## src/armCtrlPkg.sv

```systemverilog
package armCtrlPkg;

  // ==========================================================
  // Instruction word views
  // ==========================================================

  // Data processing layout
  typedef struct packed {
    logic [3:0]  cond;      // Condition field
    logic [1:0]  op;        // Instruction class
    logic        immBit;    // Immediate operand 2
    logic [3:0]  aluCmd;    // Data processing command
    logic        sBit;      // Set flags
    logic [3:0]  rn;        // First operand register
    logic [3:0]  rd;        // Destination register
    logic [11:0] operand2;  // Shifted reg or rotated imm
  } dpFieldsT;

  // Single word load/store layout
  typedef struct packed {
    logic [3:0]  cond;
    logic [1:0]  op;
    logic        immBit;    // Set means register offset
    logic        preIdx;    // Pre/post index
    logic        upBit;     // Add or subtract offset
    logic        byteBit;   // Byte access, unused here
    logic        writeBack; // Base writeback
    logic        loadBit;   // Load when set
    logic [3:0]  rn;        // Base register
    logic [3:0]  rd;        // Source/destination
    logic [11:0] offset12;
  } memFieldsT;

  // Same 32 bits, decoded per class
  typedef union packed {
    dpFieldsT  dpView;
    memFieldsT memView;
  } instrWordU;

  // ==========================================================
  // Control bundles
  // ==========================================================
  typedef struct packed {
    logic [1:0] regSrc;     // Register file read select
    logic [1:0] immSrc;     // Immediate extend select
    logic       aluSrc;     // ALU B from immediate
    logic       memToReg;   // Result from memory
    logic       regWrite;
    logic       memWrite;
    logic       branch;
    logic       flagWrite;  // S bit
    logic [3:0] aluControl;
    logic       pcWrite;    // Writes R15 or branches
    logic [3:0] cond;       // Carried to Execute for checking
  } decodeCtrlT;

  // Gated enables entering Memory
  typedef struct packed {
    logic memWrite;
    logic memToReg;
    logic regWrite;
    logic pcSrc;
  } memCtrlT;

  typedef struct packed {
    logic n;
    logic z;
    logic c;
    logic v;
  } flagsT;

  // ==========================================================
  // Encodings
  // ==========================================================
  localparam logic [1:0] OpDataProc = 2'b00;
  localparam logic [1:0] OpMem      = 2'b01;
  localparam logic [1:0] OpBranch   = 2'b10;

  // ALU codes match the aluCmd field
  localparam logic [3:0] AluAnd = 4'b0000;
  localparam logic [3:0] AluEor = 4'b0001;
  localparam logic [3:0] AluSub = 4'b0010;
  localparam logic [3:0] AluAdd = 4'b0100;
  localparam logic [3:0] AluTst = 4'b1000;
  localparam logic [3:0] AluCmp = 4'b1010;
  localparam logic [3:0] AluOrr = 4'b1100;
  localparam logic [3:0] AluMov = 4'b1101;

  localparam logic [3:0] CondEq = 4'h0;
  localparam logic [3:0] CondNe = 4'h1;
  localparam logic [3:0] CondCs = 4'h2;
  localparam logic [3:0] CondCc = 4'h3;
  localparam logic [3:0] CondMi = 4'h4;
  localparam logic [3:0] CondPl = 4'h5;
  localparam logic [3:0] CondVs = 4'h6;
  localparam logic [3:0] CondVc = 4'h7;
  localparam logic [3:0] CondHi = 4'h8;
  localparam logic [3:0] CondLs = 4'h9;
  localparam logic [3:0] CondGe = 4'hA;
  localparam logic [3:0] CondLt = 4'hB;
  localparam logic [3:0] CondGt = 4'hC;
  localparam logic [3:0] CondLe = 4'hD;
  localparam logic [3:0] CondAl = 4'hE;

  localparam logic [3:0] PcRegIdx = 4'hF;  // R15

endpackage

```

## src/armCtrlTop.sv

```systemverilog
`timescale 1ns/1ns

module armCtrlTop (
  input  logic              clk,
  input  logic              rstN,
  input  logic [31:0]       instrD,        // Raw word from fetch
  input  armCtrlPkg::flagsT aluFlagsE,
  input  logic              stallE,        // From hazard unit
  input  logic              flushE,
  output logic [1:0]        regSrcD,
  output logic [1:0]        immSrcD,
  output logic [3:0]        aluControlE,
  output logic              aluSrcE,
  output logic              branchTakenE,
  output logic              memWriteM,
  output logic              memToRegM,
  output logic              regWriteM,
  output logic              pcSrcM,
  output armCtrlPkg::flagsT flags,
  output logic              pcWrPending    // PC write somewhere in D, E or M
);

  armCtrlPkg::instrWordU  instrWordD;
  armCtrlPkg::decodeCtrlT ctrlD;
  armCtrlPkg::decodeCtrlT ctrlE;
  armCtrlPkg::memCtrlT    memCtrlE;
  armCtrlPkg::memCtrlT    memCtrlM;

  assign instrWordD = armCtrlPkg::instrWordU'(instrD);

  instrDecoder uDecoder (
    .instr (instrWordD),
    .ctrlD (ctrlD)
  );

  stageRegs uStageRegs (
    .clk      (clk),
    .rstN     (rstN),
    .stallE   (stallE),
    .flushE   (flushE),
    .ctrlD    (ctrlD),
    .memCtrlE (memCtrlE),
    .ctrlE    (ctrlE),
    .memCtrlM (memCtrlM)
  );

  condUnit uCondUnit (
    .clk          (clk),
    .rstN         (rstN),
    .stallE       (stallE),
    .ctrlE        (ctrlE),
    .aluFlagsE    (aluFlagsE),
    .memCtrlE     (memCtrlE),
    .branchTakenE (branchTakenE),
    .flags        (flags)
  );

  // ==========================================================
  // Outputs
  // ==========================================================
  assign regSrcD     = ctrlD.regSrc;     // Decode stage, same cycle
  assign immSrcD     = ctrlD.immSrc;
  assign aluControlE = ctrlE.aluControl;
  assign aluSrcE     = ctrlE.aluSrc;
  assign memWriteM   = memCtrlM.memWrite;
  assign memToRegM   = memCtrlM.memToReg;
  assign regWriteM   = memCtrlM.regWrite;
  assign pcSrcM      = memCtrlM.pcSrc;

  // Fetch waits while any stage may still redirect
  assign pcWrPending = ctrlD.pcWrite | ctrlE.pcWrite | memCtrlM.pcSrc;

endmodule

```

## src/condUnit.sv

```systemverilog
`timescale 1ns/1ns

module condUnit (
  input  logic                   clk,
  input  logic                   rstN,
  input  logic                   stallE,
  input  armCtrlPkg::decodeCtrlT ctrlE,
  input  armCtrlPkg::flagsT      aluFlagsE,     // From datapath ALU
  output armCtrlPkg::memCtrlT    memCtrlE,
  output logic                   branchTakenE,
  output armCtrlPkg::flagsT      flags          // Stored NZCV
);

  logic condEx;  // Condition passes

  // ==========================================================
  // Condition check
  // ==========================================================
  always_comb begin
    case (ctrlE.cond)
      armCtrlPkg::CondEq: condEx = flags.z;
      armCtrlPkg::CondNe: condEx = ~flags.z;
      armCtrlPkg::CondCs: condEx = flags.c;
      armCtrlPkg::CondCc: condEx = ~flags.c;
      armCtrlPkg::CondMi: condEx = flags.n;
      armCtrlPkg::CondPl: condEx = ~flags.n;
      armCtrlPkg::CondVs: condEx = flags.v;
      armCtrlPkg::CondVc: condEx = ~flags.v;
      armCtrlPkg::CondHi: condEx = flags.c & ~flags.z;            // Unsigned higher
      armCtrlPkg::CondLs: condEx = ~flags.c | flags.z;
      armCtrlPkg::CondGe: condEx = (flags.n == flags.v);         // Signed compare
      armCtrlPkg::CondLt: condEx = (flags.n != flags.v);
      armCtrlPkg::CondGt: condEx = ~flags.z & (flags.n == flags.v);
      armCtrlPkg::CondLe: condEx = flags.z | (flags.n != flags.v);
      armCtrlPkg::CondAl: condEx = 1'b1;
      default:            condEx = 1'b0;                         // 4'hF never
    endcase
  end

  // ==========================================================
  // Enable gating
  // ==========================================================
  always_comb begin
    memCtrlE.memWrite = ctrlE.memWrite & condEx;
    memCtrlE.memToReg = ctrlE.memToReg;   // Select only, no side effect
    memCtrlE.regWrite = ctrlE.regWrite & condEx;
    memCtrlE.pcSrc    = ctrlE.pcWrite & condEx;
  end

  assign branchTakenE = ctrlE.branch & condEx;

  // ==========================================================
  // Flags register
  // ==========================================================
  // Written at the end of Execute, so the next instruction in
  // Execute already tests the new value
  always_ff @(posedge clk) begin
    if (!rstN) begin
      flags <= '0;
    end else if (!stallE && ctrlE.flagWrite && condEx) begin
      flags <= aluFlagsE;   // S bit set and condition passed
    end
  end

endmodule

```

## src/instrDecoder.sv

```systemverilog
`timescale 1ns/1ns

module instrDecoder (
  input  armCtrlPkg::instrWordU  instr,
  output armCtrlPkg::decodeCtrlT ctrlD
);

  logic dpWritesReg;  // Data processing result goes to Rd

  // ==========================================================
  // Data processing write-back rule
  // ==========================================================
  always_comb begin
    case (instr.dpView.aluCmd)
      armCtrlPkg::AluCmp,
      armCtrlPkg::AluTst: dpWritesReg = 1'b0;  // Flags only
      default:            dpWritesReg = 1'b1;  // Every other command writes Rd
    endcase
  end

  // ==========================================================
  // Main decode
  // ==========================================================
  always_comb begin
    ctrlD      = '0;
    ctrlD.cond = instr.dpView.cond;  // Same position in both views

    case (instr.dpView.op)
      armCtrlPkg::OpDataProc: begin
        ctrlD.regSrc     = 2'b00;
        ctrlD.immSrc     = 2'b00;                  // 8-bit rotated immediate
        ctrlD.aluSrc     = instr.dpView.immBit;    // Imm or register operand
        ctrlD.memToReg   = 1'b0;
        ctrlD.regWrite   = dpWritesReg;
        ctrlD.memWrite   = 1'b0;
        ctrlD.flagWrite  = instr.dpView.sBit;
        ctrlD.aluControl = instr.dpView.aluCmd;    // Command passes straight through
      end

      armCtrlPkg::OpMem: begin
        // Store reads Rd as write data
        ctrlD.regSrc   = instr.memView.loadBit ? 2'b00 : 2'b10;
        ctrlD.immSrc   = 2'b01;                    // 12-bit offset
        ctrlD.aluSrc   = ~instr.memView.immBit;    // I clear means immediate offset
        ctrlD.memToReg = 1'b1;
        ctrlD.regWrite = instr.memView.loadBit;
        ctrlD.memWrite = ~instr.memView.loadBit;
        // Offset direction
        ctrlD.aluControl = instr.memView.upBit ? armCtrlPkg::AluAdd
                                               : armCtrlPkg::AluSub;
      end

      armCtrlPkg::OpBranch: begin
        ctrlD.regSrc     = 2'b01;                  // Read PC as base
        ctrlD.immSrc     = 2'b10;                  // 24-bit word offset
        ctrlD.aluSrc     = 1'b1;
        ctrlD.branch     = 1'b1;
        ctrlD.aluControl = armCtrlPkg::AluAdd;     // PC plus offset
      end

      default: begin
        ctrlD = '0;                                // Unsupported class
      end
    endcase

    // Anything that redirects the PC
    ctrlD.pcWrite = ((instr.dpView.rd == armCtrlPkg::PcRegIdx) & ctrlD.regWrite)
                    | ctrlD.branch;
  end

endmodule

```

## src/stageRegs.sv

```systemverilog
`timescale 1ns/1ns

module stageRegs (
  input  logic                   clk,
  input  logic                   rstN,
  input  logic                   stallE,    // Hold Execute
  input  logic                   flushE,    // Kill entry into Execute
  input  armCtrlPkg::decodeCtrlT ctrlD,
  input  armCtrlPkg::memCtrlT    memCtrlE,  // Gated enables from condUnit
  output armCtrlPkg::decodeCtrlT ctrlE,
  output armCtrlPkg::memCtrlT    memCtrlM
);

  // ==========================================================
  // Decode to Execute
  // ==========================================================
  always_ff @(posedge clk) begin
    if (!rstN) begin
      ctrlE <= '0;
    end else if (flushE) begin
      ctrlE <= '0;        // Flush beats stall
    end else if (!stallE) begin
      ctrlE <= ctrlD;
    end
    // Stalled, hold current instruction
  end

  // ==========================================================
  // Execute to Memory
  // ==========================================================
  // A held instruction must not issue its writes every cycle,
  // so Memory sees empty slots until Execute moves on
  always_ff @(posedge clk) begin
    if (!rstN) begin
      memCtrlM <= '0;
    end else if (stallE) begin
      memCtrlM <= '0;     // Bubble
    end else begin
      memCtrlM <= memCtrlE;
    end
  end

endmodule

```

## config.mk

```make
export PLATFORM = sky130hd
export DESIGN_NAME = armCtrlTop
export DESIGN_NICKNAME = d
export VERILOG_FILES = /design/src/armCtrlPkg.sv /design/src/armCtrlTop.sv /design/src/condUnit.sv /design/src/instrDecoder.sv /design/src/stageRegs.sv
export SDC_FILE = /design/constraint.sdc
export NUM_CORES = 1
export LEC_CHECK = 0
export BUFFER_PORTS_ARGS = -buffer_cell sky130_fd_sc_hd__buf_2
export CAP_MARGIN = 10
export CORE_UTILIZATION = 30
export CTS_CLUSTER_SIZE = 30
export DETAILED_ROUTE_END_ITERATION = 7
export PLACE_DENSITY = 0.65
export REMOVE_ABC_BUFFERS = 1
export SLEW_MARGIN = 15
export SYNTH_ARGS = -nofsm -noshare
export SYNTH_HDL_FRONTEND = slang
export SYNTH_SLANG_ARGS = --single-unit
```

## constraint.sdc

```tcl
create_clock -name clk -period 2 [get_ports clk]
set_input_delay 0.2 -clock clk [delete_from_list [all_inputs] [get_ports clk]]
set_output_delay 0.2 -clock clk [all_outputs]
set_load 0.01 [all_outputs]
```

==> qor.json, run 1 <==
{
  "cells_and_area": {
    "most_common_library_cell_in_the_layout_ignoring_fill_and_taps": "buf_2",
    "syn_to_final_growth_pct": 24.9,
    "final_layout_size_suffix_gt1_share_pct": 38.0,
    "layout.nets": 225,
    "layout.cells.most_common_list": "buf_2 (42), nor2_1 (19), dfxtp_1 (17)",
    "postLayoutCellArea_um2": 1550,
    "antenna_cells_inserted": 0
  },
  "sta": {
    "clock-skew-final_ns": 0.00272,
    "max_slew.worst_pin.slew_ns": 0.583,
    "max_freq_ghz": 0.510,
    "maxSlewViolCount": 0,
    "layout_min_cycle_time_ns": 1.96,
    "rsz0062_at_grt": "yes",
    "timing.slew.headroom_pct": 61.1,
    "finalCritPeriodShare_pct": 98.1,
    "fin_ws_ns": 0.0384,
    "finalSetupViolCount": 0,
    "final_hold_viol_count": 0
  },
  "drt": {
    "drtPass1Iterations": 4,
    "dr.first_iter.drc_count": 30,
    "route.vias.total": 1103,
    "finalWirelength_mm": 2.76,
    "postRouteAntennaNets": 0,
    "wl_per_cell_um": 11.8,
    "viasPerCell": 4.71,
    "detail_route.drc_violations": 0
  },
  "yosys": {
    "mapped_area_um2": 1240,
    "synthCells": 150,
    "count_of_yosys_warnings_during_synthesis": 0,
    "synth_enable_flop_cells": 0,
    "post_synth_num_cell_types": 40,
    "yosysSeqAreaShare_pct": 37.1,
    "dominantRegCellSynth": "dfxtp_1",
    "synth.ff_latch_count": 23,
    "yosys.area_share.adder_pct": 0,
    "post_synth.cell_area_avg_um2": 8.28,
    "synthArstFlopShare_pct": 0,
    "synthXorXnorAreaFrac_pct": 2.01,
    "yosys-mux-area-fraction_pct": 5.74,
    "area_fraction_in_compound_gates_after_synthesis_pct": 18.5,
    "yosys.area_share.simple_pct": 25.6,
    "synth_top_family_by_area": "simple AND/OR/NAND/NOR gates"
  },
  "power": {
    "p_leak_nw": 0.694,
    "power.ir.vdd_worst_mv": 0.242,
    "p_per_area_nw_per_um2": 562
  },
  "setup_path": {
    "critPathKind": "flop to primary output",
    "crit_path_end_kind": "primary output",
    "r2r_setup_slack_ns": 0.34,
    "worstPathMaxFanout": 8,
    "startpoint_type": "flop",
    "crit_arrival_ns": 1.76,
    "cp_data_required_time_ns": 1.80
  },
  "grt": {
    "grt_usage_pct": 13.1,
    "first_global_vias": 1019,
    "grt_max_degree": 20,
    "grt_remaining_overflow": 0,
    "number_of_antenna_violations_at_the_first_check_in_global_routing": 0,
    "first_pass_grt_wire_length_mm": 4.46
  },
  "worst_hold_path": {
    "timing.hold.worst.class": "input port to flop"
  },
  "run": {
    "max_cap_violations": 0
  },
  "placement": {
    "dpl_worst_slack_ns": 0.168,
    "post_dp_cell_area_um2": 1430,
    "routability_congestion_estimate_from_global_placement": 0.690,
    "post-dp-hpwl_mm": 1.99,
    "port_buffers": 42
  },
  "floorplanning": {
    "io_pins": 59,
    "design.core.area_um2": 4000,
    "die_area_um2": 4400,
    "row_count": 23,
    "starting_utilization_of_the_core_area_pct": 31.1,
    "dieHeight_um": 66.4,
    "dieWidth_um": 66.4
  },
  "clock_network": {
    "cts_hold_repair.buffers": 0,
    "cts-root-to-sink-buffers": 2,
    "cts_inserted_buffers": 3,
    "clock_latency_ns": 0.27,
    "clk_root_buffer_cell": "clkbuf_8",
    "clkTransAtPathRegs_ns": 0.08,
    "cts_sink_count": 23,
    "cts_tree": "yes",
    "htree_num_levels": 1
  },
  "status": {
    "run_status": "completed"
  }
}
[stage by stage]
step / hold WS [ns] / util [%] / total power, mW / std cells / setup TNS, ns
5_1_grt: 0.165 / 38.8 / 0.923 / 234 / -0.0647
6_report: 0.169 / 38.8 / 0.873 / 234 / 0
3_5_place_dp: 0.461 / 35.8 / 0.594 / 227 / 0
3_3_place_gp: 0.452 / 35.8 / 0.593 / 227 / 0
2_1_floorplan: 0.336 / - / 0.535 / 132 / 0
4_1_cts: 0.169 / 37.3 / 0.887 / 232 / 0
[worst max-delay path: stages, from the launching register on]
cell,delay (ns)
dfxtp_4,0.41
mux2_2,0.34
a2bb2oi_1,0.18
o311a_1,0.23
o21a_1,0.15
nor2b_1,0.06
buf_2,0.13
[cell families (layout without fill, tap and decap cells)]
group | count (synthesis) | after routing
flops | 23 | 23
compound gates | 31 | 31
mux | 7 | 7
buf+inv | 26 | 60
xor+xnor | 2 | 2
simple gates | 61 | 61
[cells in the mapped netlist (all sizes together) (4+ instances only)]
library cell | number | area share [%]
and3 | 7 | 3.5
nor3 | 4 | 2.0
dfxtp | 23 | 37
mux2i | 6 | 4.8
nand2 | 13 | 3.9
a21oi | 14 | 5.6
buf | 11 | 6.5
inv | 8 | 2.4
nor2 | 19 | 5.7
clkbuf | 7 | 2.1
nor3b | 5 | 3.4
[routing by layer]
layer / track usage (%) / part of all wire [%] / routed length (um) / up-vias
met4: 3.99 / 2.0 / 56 / 0
met5: 0 / 0 / 0 / -
met2: 21.6 / 47 / 1300 / 38
li1: - / - / - / 573
met3: 3.28 / 6.4 / 178 / 6
met1: 16.8 / 44 / 1220 / 486
[report_power, final]
part	total, mW	internal (mW)	switching (mW)
clock	0.290	0.139	0.151
combinational	0.113	0.0522	0.0612
sequential	0.469	0.461	0.00789
[state kept, by name (all words and copies together) (netlist names)]
register,flops
uCondUnit.flags,4
uStageRegs.memCtrlM,4
uStageRegs.ctrlE,15
[worst paths after layout]
kind,from,end,depth (start not counted)
setup reg to reg,uStageRegs.ctrlE[3],uCondUnit.flags[1],5
setup / recovery,uStageRegs.ctrlE[2],branchTakenE,6
hold / removal,aluFlagsE[3],uCondUnit.flags[3],3
hold reg to reg,uStageRegs.ctrlE[14],uStageRegs.ctrlE[14],2
[repair_timing]
item / in CTS / in global routing
pin swaps: 1 / 1
setup buffers: 1 / 2
endpoints found under the setup margin: 1 / 1
cloned: 0 / 0
resized for setup: 4 / 10
[cell type report]
type                    instances  area, um2
inverters                       8       30.0
clock inverters                 1       5.00
well taps                      50       62.6
clock buffers                   3       41.3
flip-flops and latches         23        475
multi-input cells             101        682
repair buffers                 48        255
fillers                       421       2450
No activity file was read; power rests on OpenSTA's default activity.
==> run 2, diff against run 1 <==
clock period = 2.1 ns   (was 2 ns; I/O delays follow)
==> run 2 against run 1 <==
  * Final cell count is 1.7% lower
  * Clock power fell by 2%
  * Global-route usage fell by 0.67 points
  * Routed wire length down 4.5%
  * Non-clock buffer count is 4 lower
  * Hold slack improved by 0.014 ns
  * Clock skew up 0.0054 ns
  * Critical endpoint unchanged
==> qor.json, run 2 (synthesized netlist as in run 1, its figures left out) <==
{
  "status": {
    "run_status": {"value": "completed", "change": "unchanged"}
  },
  "sta": {
    "layout_min_cycle_time_ns": 2.01,
    "finalCritPeriodShare_pct": 95.6,
    "tightest_hold_margin": {"value": 0.183, "unit": "ns", "change": "was 0.169 ns"},
    "finalSetupViolCount": {"value": 0, "change": "unchanged"},
    "clock-skew-final": {"value": 0.00807, "unit": "ns", "change": "was 0.00272 ns"},
    "maxSlewViolCount": {"value": 0, "change": "unchanged"},
    "max_freq_ghz": 0.498,
    "final_hold_viol_count": {"value": 0, "change": "unchanged"},
    "timing.slew.headroom": {"value": 60.9, "unit": "%", "change": "was 61.1%"},
    "max_slew.worst_pin.slew": {"value": 0.586, "unit": "ns", "change": "was 0.583 ns"}
  },
  "setup_path": {
    "startpoint_type": {"value": "flop", "change": "unchanged"},
    "timing.critical_path.from": {"value": "uStageRegs.ctrlE[2]", "change": "unchanged"},
    "rr_startpoint": {"value": "uCondUnit.flags[2]", "change": "was uStageRegs.ctrlE[3]"},
    "r2r_setup_slack": {"value": 0.39, "unit": "ns", "change": "was 0.34 ns"},
    "cp_data_required_time": {"value": 1.89, "unit": "ns", "change": "was 1.80 ns"},
    "r2r_end": {"value": "uCondUnit.flags[1]", "change": "unchanged"},
    "worstPathMaxFanout": {"value": 8, "change": "unchanged"},
    "crit_arrival": {"value": 1.80, "unit": "ns", "change": "was 1.76 ns"},
    "critPathKind": {"value": "flop to primary output", "change": "unchanged"},
    "rr_worst_depth": {"value": 5, "change": "unchanged"},
    "crit_path_end_kind": {"value": "primary output", "change": "unchanged"}
  },
  "drt": {
    "viasPerCell": {"value": 4.83, "change": "was 4.71"},
    "finalWirelength": {"value": 2.64, "unit": "mm", "change": "was 2.76 mm"},
    "detail_route.drc_violations": {"value": 0, "change": "unchanged"},
    "route.vias.total": {"value": 1110, "change": "was 1103"},
    "postRouteAntennaNets": {"value": 0, "change": "unchanged"},
    "dr.first_iter.drc_count": {"value": 69, "change": "was 30"},
    "drtPass1Iterations": {"value": 4, "change": "unchanged"},
    "wl_per_cell": {"value": 11.5, "unit": "um", "change": "was 11.8 um"}
  },
  "power": {
    "p_per_area": {"value": 552, "unit": "nW/um2", "change": "was 562 nW/um2"},
    "power.ir.vdd_worst": {"value": 0.378, "unit": "mV", "change": "was 0.242 mV"},
    "p_leak": {"value": 0.669, "unit": "nW", "change": "was 0.694 nW"}
  },
  "floorplanning": {
    "dieHeight": {"value": 66.4, "unit": "um", "change": "unchanged"},
    "die_area": {"value": 4400, "unit": "um2", "change": "unchanged"},
    "starting_utilization_of_the_core_area": {"value": 31.1, "unit": "%", "change": "unchanged"},
    "row_count": {"value": 23, "change": "unchanged"},
    "design.core.area": {"value": 4000, "unit": "um2", "change": "unchanged"},
    "io_pins": {"value": 59, "change": "unchanged"},
    "dieWidth": {"value": 66.4, "unit": "um", "change": "unchanged"}
  },
  "cells_and_area": {
    "antenna_cells_inserted": {"value": 0, "change": "unchanged"},
    "post_layout_nonfiller_instances": {"value": 230, "change": "was 234"},
    "seq_area": {"value": 469, "unit": "um2", "change": "was 475 um2"},
    "layout.cells.most_common_list": {"value": "buf_2 (42), nor2_1 (19), dfxtp_1 (18)", "change": "was buf_2 (42), nor2_1 (19), dfxtp_1 (17)"},
    "largest_register_ffs": {"value": 15, "change": "unchanged"},
    "number_of_fill_cells_in_the_layout": {"value": 415, "change": "was 421"},
    "most_common_library_cell_in_the_layout_ignoring_fill_and_taps": {"value": "buf_2", "change": "unchanged"},
    "layout.nets": {"value": 221, "change": "was 225"},
    "layout_top_registers": {"value": "uStageRegs.ctrlE: 15 flops, uCondUnit.flags: 4 flops, uStageRegs.memCtrlM: 4 flops", "change": "unchanged"},
    "multi_input_area": {"value": 682, "unit": "um2", "change": "unchanged"},
    "syn_to_final_growth": {"value": 22.2, "unit": "%", "change": "was 24.9%"},
    "final_layout_size_suffix_gt1_share": {"value": 36.1, "unit": "%", "change": "was 38.0%"},
    "regMostFlops": {"value": "uStageRegs.ctrlE", "change": "unchanged"}
  },
  "placement": {
    "post-dp-hpwl": {"value": 1.91, "unit": "mm", "change": "was 1.99 mm"},
    "routability_congestion_estimate_from_global_placement": {"value": 0.695, "change": "was 0.690"},
    "port_buffers": {"value": 42, "change": "unchanged"},
    "dp.cells": {"value": 225, "change": "was 227"}
  },
  "clock_network": {
    "clock_latency": {"value": 0.27, "unit": "ns", "change": "about the same"},
    "htree_num_levels": {"value": 1, "change": "unchanged"},
    "clkTransAtPathRegs": {"value": 0.08, "unit": "ns", "change": "about the same"},
    "cts_sink_count": {"value": 23, "change": "unchanged"},
    "cts_inserted_buffers": {"value": 3, "change": "unchanged"},
    "cts_hold_repair.buffers": {"value": 0, "change": "unchanged"},
    "clk_root_buffer_cell": {"value": "clkbuf_8", "change": "unchanged"},
    "cts-root-to-sink-buffers": {"value": 2, "change": "unchanged"},
    "cts_tree": {"value": "yes", "change": "unchanged"}
  },
  "worst_hold_path": {
    "timing.hold.worst.class": {"value": "input port to flop", "change": "unchanged"},
    "hold-path-endpoint": {"value": "uCondUnit.flags[3]", "change": "unchanged"},
    "min_from": {"value": "aluFlagsE[3]", "change": "unchanged"},
    "hold-path-cell-count": {"value": 3, "change": "unchanged"}
  },
  "grt": {
    "grt_max_degree": {"value": 20, "change": "unchanged"},
    "globalRoute.busiestLayer": {"value": "met2", "change": "unchanged"},
    "first_global_vias": {"value": 962, "change": "was 1019"},
    "first_pass_grt_wire_length": {"value": 4.22, "unit": "mm", "change": "was 4.46 mm"},
    "global_route.usage.met1": {"value": 15.2, "unit": "%", "change": "was 16.8%"},
    "grt_usage": {"value": 12.5, "unit": "%", "change": "was 13.1%"},
    "number_of_antenna_violations_at_the_first_check_in_global_routing": {"value": 0, "change": "unchanged"},
    "use_met2": {"value": 21.2, "unit": "%", "change": "was 21.6%"},
    "grt.met3_usage": {"value": 4.66, "unit": "%", "change": "was 3.28%"},
    "grt_remaining_overflow": {"value": 0, "change": "unchanged"}
  },
  "run": {
    "max_cap_violations": {"value": 0, "change": "unchanged"}
  }
}
[run 2: final cells by class]
class	count	area share (%)
clock buffer	3	2.72
tap	50	4.12
sequential	23	30.9
clock inverter	1	0.495
timing repair buffer	44	14.8
inverter	8	1.98
multi-input combinational	101	44.9
[run 2: timing repair]
item	4_1_cts	5_1_grt
pin swaps	0	1
buffers inserted	0	1
gates resized for setup	4	7
setup endpoints to repair	1	1
[run 2: critical path: stages (launching register included)]
cell	delay [ns]
dfxtp_4	0.41
mux2_2	0.34
a2bb2oi_1	0.17
o311a_1	0.21
o21a_1	0.19
nor2b_1	0.07
buf_2	0.14
[run 2: how the worst max path moves through the flow]
stage | end | cells after the start
global route | branchTakenE | 6
detailed placement | branchTakenE | 6
global placement | branchTakenE | 6
CTS | branchTakenE | 6
finish | branchTakenE | 6
floorplan | branchTakenE | 5
[run 2: per-stage QoR]
step	instance area [um2]	power, mW	setup WS [ns]	TNS, ns	util [%]
floorplan	1130	0.510	0.411	0	-
global placement	1420	0.562	0.190	0	35.4
detailed placement	1420	0.562	0.194	0	35.4
CTS	1470	0.847	0.0341	0	36.8
global route	1520	0.880	-0.00995	-0.00995	37.9
finish	1520	0.838	0.0931	0	37.9
[run 2: layer usage]
layer / vias up / wire [um]
met1: 505 / 1210
met2: 37 / 1250
met3: 0 / 179
li1: 568 / -
met4: 0 / 0
met5: - / 0
[run 2: power by group]
group	leakage, nW	total (mW)	internal (mW)	switching (mW)
Clock	0.0217	0.285	0.134	0.151
Combinational	0.459	0.104	0.0465	0.0572
Sequential	0.189	0.449	0.442	0.00738
Total	0.669	0.838	0.623	0.215
==> run 3, diff against run 2 <==
clock period = 2.4 ns   (was 2.1 ns; I/O delays follow)
==> run 3 against run 2 <==
  * First-iteration DRC count decreased by 46%
  * Critical path depth unchanged
  * Register-to-register slack better by 0.27 ns
  * Sequential power decreased by 12%
  * Flip-flop and latch count stayed put
  * Combinational power down 16%
  * Highest routed layer is now met4
  * Setup slack improved by 0.096 ns
==> qor.json, run 3 (synthesized netlist as in run 1, its figures left out) <==
{
  "clock_network": {
    "clk_root_buffer_cell": {"value": "clkbuf_8", "change": "unchanged"},
    "clock_latency": {"value": 0.26, "unit": "ns", "change": "was 0.27 ns"},
    "cts_inserted_buffers": {"value": 3, "change": "unchanged"},
    "cts-root-to-sink-buffers": {"value": 2, "change": "unchanged"},
    "cts_setup_buffers": {"value": 0, "change": "unchanged"},
    "htree_num_levels": {"value": 1, "change": "unchanged"},
    "cts_tree": {"value": "yes", "change": "unchanged"},
    "clkTransAtPathRegs": {"value": 0.08, "unit": "ns", "change": "about the same"},
    "cts_sink_count": {"value": 23, "change": "unchanged"},
    "cts_hold_repair.buffers": {"value": 0, "change": "unchanged"}
  },
  "grt": {
    "grt_remaining_overflow": {"value": 0, "change": "unchanged"},
    "use_met2": {"value": 20.3, "unit": "%", "change": "was 21.2%"},
    "global_route.usage.met1": {"value": 15.1, "unit": "%", "change": "was 15.2%"},
    "grt_usage": {"value": 12.3, "unit": "%", "change": "was 12.5%"},
    "number_of_antenna_violations_at_the_first_check_in_global_routing": {"value": 0, "change": "unchanged"},
    "first_global_vias": {"value": 934, "change": "was 962"},
    "grt.met3_usage": {"value": 2.59, "unit": "%", "change": "was 4.66%"},
    "grt_max_degree": {"value": 21, "change": "was 20"},
    "globalRoute.busiestLayer": {"value": "met2", "change": "unchanged"},
    "first_pass_grt_wire_length": {"value": 4.06, "unit": "mm", "change": "was 4.22 mm"}
  },
  "cells_and_area": {
    "regMostFlops": {"value": "uStageRegs.ctrlE", "change": "unchanged"},
    "most_common_library_cell_in_the_layout_ignoring_fill_and_taps": {"value": "buf_2", "change": "unchanged"},
    "syn_to_final_growth": {"value": 17.6, "unit": "%", "change": "was 22.2%"},
    "antenna_cells_inserted": {"value": 0, "change": "unchanged"},
    "largest_register_ffs": {"value": 15, "change": "unchanged"},
    "layout.cells.most_common_list": {"value": "buf_2 (42), dfxtp_1 (23), nor2_1 (19)", "change": "was buf_2 (42), nor2_1 (19), dfxtp_1 (18)"},
    "number_of_fill_cells_in_the_layout": {"value": 420, "change": "was 415"},
    "layout_top_registers": {"value": "uStageRegs.ctrlE: 15 flops, uCondUnit.flags: 4 flops, uStageRegs.memCtrlM: 4 flops", "change": "unchanged"},
    "final_util": {"value": 36.5, "unit": "%", "change": "was 37.9%"},
    "layout.nets": {"value": 219, "change": "was 221"},
    "final_layout_size_suffix_gt1_share": {"value": 31.5, "unit": "%", "change": "was 36.1%"}
  },
  "setup_path": {
    "critical_path_s_largest_stage_delay": {"value": 0.51, "unit": "ns", "change": "was 0.41 ns"},
    "startpoint_type": {"value": "flop", "change": "unchanged"},
    "crit_path_end_kind": {"value": "primary output", "change": "unchanged"},
    "worstPathCellList": {"value": "mux2_2, a2bb2oi_1, o311a_1, o21a_1, nor2b_1, buf_2", "change": "unchanged"},
    "cp_data_required_time": {"value": 2.16, "unit": "ns", "change": "was 1.89 ns"},
    "library_cell_contributing_the_largest_single_delay_on_the_critical_path": {"value": "dfxtp_1", "change": "was dfxtp_4"},
    "worstPathMaxFanout": {"value": 8, "change": "unchanged"},
    "cpLargestDelayFamily": {"value": "compound AO/OA/AOI/OAI gates", "change": "unchanged"},
    "crit_arrival": {"value": 1.97, "unit": "ns", "change": "was 1.80 ns"},
    "critPathKind": {"value": "flop to primary output", "change": "unchanged"},
    "critPathBufInv": {"value": 1, "change": "unchanged"}
  },
  "floorplanning": {
    "dieWidth": {"value": 66.4, "unit": "um", "change": "unchanged"},
    "row_count": {"value": 23, "change": "unchanged"},
    "design.core.area": {"value": 4000, "unit": "um2", "change": "unchanged"},
    "starting_utilization_of_the_core_area": {"value": 31.1, "unit": "%", "change": "unchanged"},
    "dieHeight": {"value": 66.4, "unit": "um", "change": "unchanged"},
    "die_area": {"value": 4400, "unit": "um2", "change": "unchanged"},
    "io_pins": {"value": 59, "change": "unchanged"}
  },
  "drt": {
    "postRouteAntennaNets": {"value": 0, "change": "unchanged"},
    "viasPerCell": {"value": 4.65, "change": "was 4.83"},
    "drtPass1Iterations": {"value": 4, "change": "unchanged"},
    "finalWirelength": {"value": 2.51, "unit": "mm", "change": "was 2.64 mm"},
    "route.vias.total": {"value": 1061, "change": "was 1110"},
    "wl_per_cell": {"value": 11.0, "unit": "um", "change": "was 11.5 um"},
    "detail_route.drc_violations": {"value": 0, "change": "unchanged"},
    "dr.first_iter.drc_count": {"value": 37, "change": "was 69"}
  },
  "placement": {
    "port_buffers": {"value": 42, "change": "unchanged"},
    "routability_congestion_estimate_from_global_placement": {"value": 0.697, "change": "was 0.695"},
    "post-dp-hpwl": {"value": 1.89, "unit": "mm", "change": "was 1.91 mm"}
  },
  "status": {
    "run_status": {"value": "completed", "change": "unchanged"}
  },
  "sta": {
    "finalSetupViolCount": {"value": 0, "change": "unchanged"},
    "rsz0062_at_grt": "no",
    "clock-skew-final": {"value": 0.00232, "unit": "ns", "change": "was 0.00807 ns"},
    "layout_min_cycle_time_ns": 2.21,
    "max_slew.worst_pin.slew": {"value": 0.574, "unit": "ns", "change": "was 0.586 ns"},
    "timing.slew.headroom": {"value": 61.7, "unit": "%", "change": "was 60.9%"},
    "maxSlewViolCount": {"value": 0, "change": "unchanged"},
    "fin_tns_setup": {"value": 0, "unit": "ns", "change": "unchanged"},
    "finalCritPeriodShare_pct": 92.1,
    "final_hold_viol_count": {"value": 0, "change": "unchanged"},
    "tightest_hold_margin": {"value": 0.220, "unit": "ns", "change": "was 0.183 ns"},
    "max_freq_ghz": 0.452
  },
  "worst_hold_path": {
    "timing.hold.worst.class": {"value": "input port to flop", "change": "unchanged"}
  },
  "power": {
    "p_per_area": {"value": 492, "unit": "nW/um2", "change": "was 552 nW/um2"},
    "power.ir.vdd_worst": {"value": 0.173, "unit": "mV", "change": "was 0.378 mV"},
    "p_leak": {"value": 0.661, "unit": "nW", "change": "was 0.669 nW"}
  },
  "run": {
    "max_cap_violations": {"value": 0, "change": "unchanged"}
  }
}
-- run 3: final cells by class --
class | count | area, um2 | area share [%]
Clock inverter | 1 | 5.00 | 0.342
Timing Repair Buffer | 42 | 210 | 14.4
Tap cell | 50 | 62.6 | 4.28
Clock buffer | 3 | 41.3 | 2.83
Sequential cell | 23 | 460 | 31.5
Multi-Input combinational cell | 101 | 652 | 44.6
Inverter | 8 | 30.0 | 2.05
-- run 3: layer usage --
metal / part of all wire [%] / wire length, um
met5: 0 / 0
met2: 46 / 1150
met3: 6.1 / 152
met1: 47 / 1170
met4: 1.5 / 38
-- run 3: worst paths after layout --
| path | start | slack, ns | end | depth (start not counted) |
|---|---|---|---|---|
| hold / removal | aluFlagsE[2] | 0.22 | uCondUnit.flags[2] | 3 |
| setup / recovery | uStageRegs.ctrlE[2] | 0.19 | branchTakenE | 6 |
| hold reg to reg | uStageRegs.ctrlE[14] | 0.47 | uStageRegs.ctrlE[14] | 2 |
| setup reg to reg | uStageRegs.ctrlE[2] | 0.66 | uCondUnit.flags[1] | 5 |
-- run 3: through the flow --
stage               power, mW  instances  worst slack (ns)  area [um2]
CTS                     0.730        228             0.163        1450
floorplan               0.446        132             0.681        1130
detailed placement      0.491        224             0.464        1410
global placement        0.491        224             0.462        1410
global route            0.756        228            0.0378        1460
finish                  0.719        228             0.189        1460
-- run 3: worst reg2reg max path: stages, from the launching register on --
cell and delay [ns]:
dfxtp_1 0.51, inv_2 0.09, nor4b_1 0.41, o311ai_2 0.18, o32ai_4 0.24, mux2i_1 0.24
-- run 3: timing repair --
action                     4_1_cts  5_1_grt
hold endpoints to repair         0        0
resized for setup                0        1
setup endpoints to repair        0        1
-- run 3: power breakdown --
group	leakage [nW]	total (mW)	internal, mW	switching, mW
Clock	0.0255	0.239	0.116	0.123
Combinational	0.449	0.0874	0.0386	0.0488
Sequential	0.186	0.393	0.387	0.00617
Total	0.661	0.719	0.542	0.178
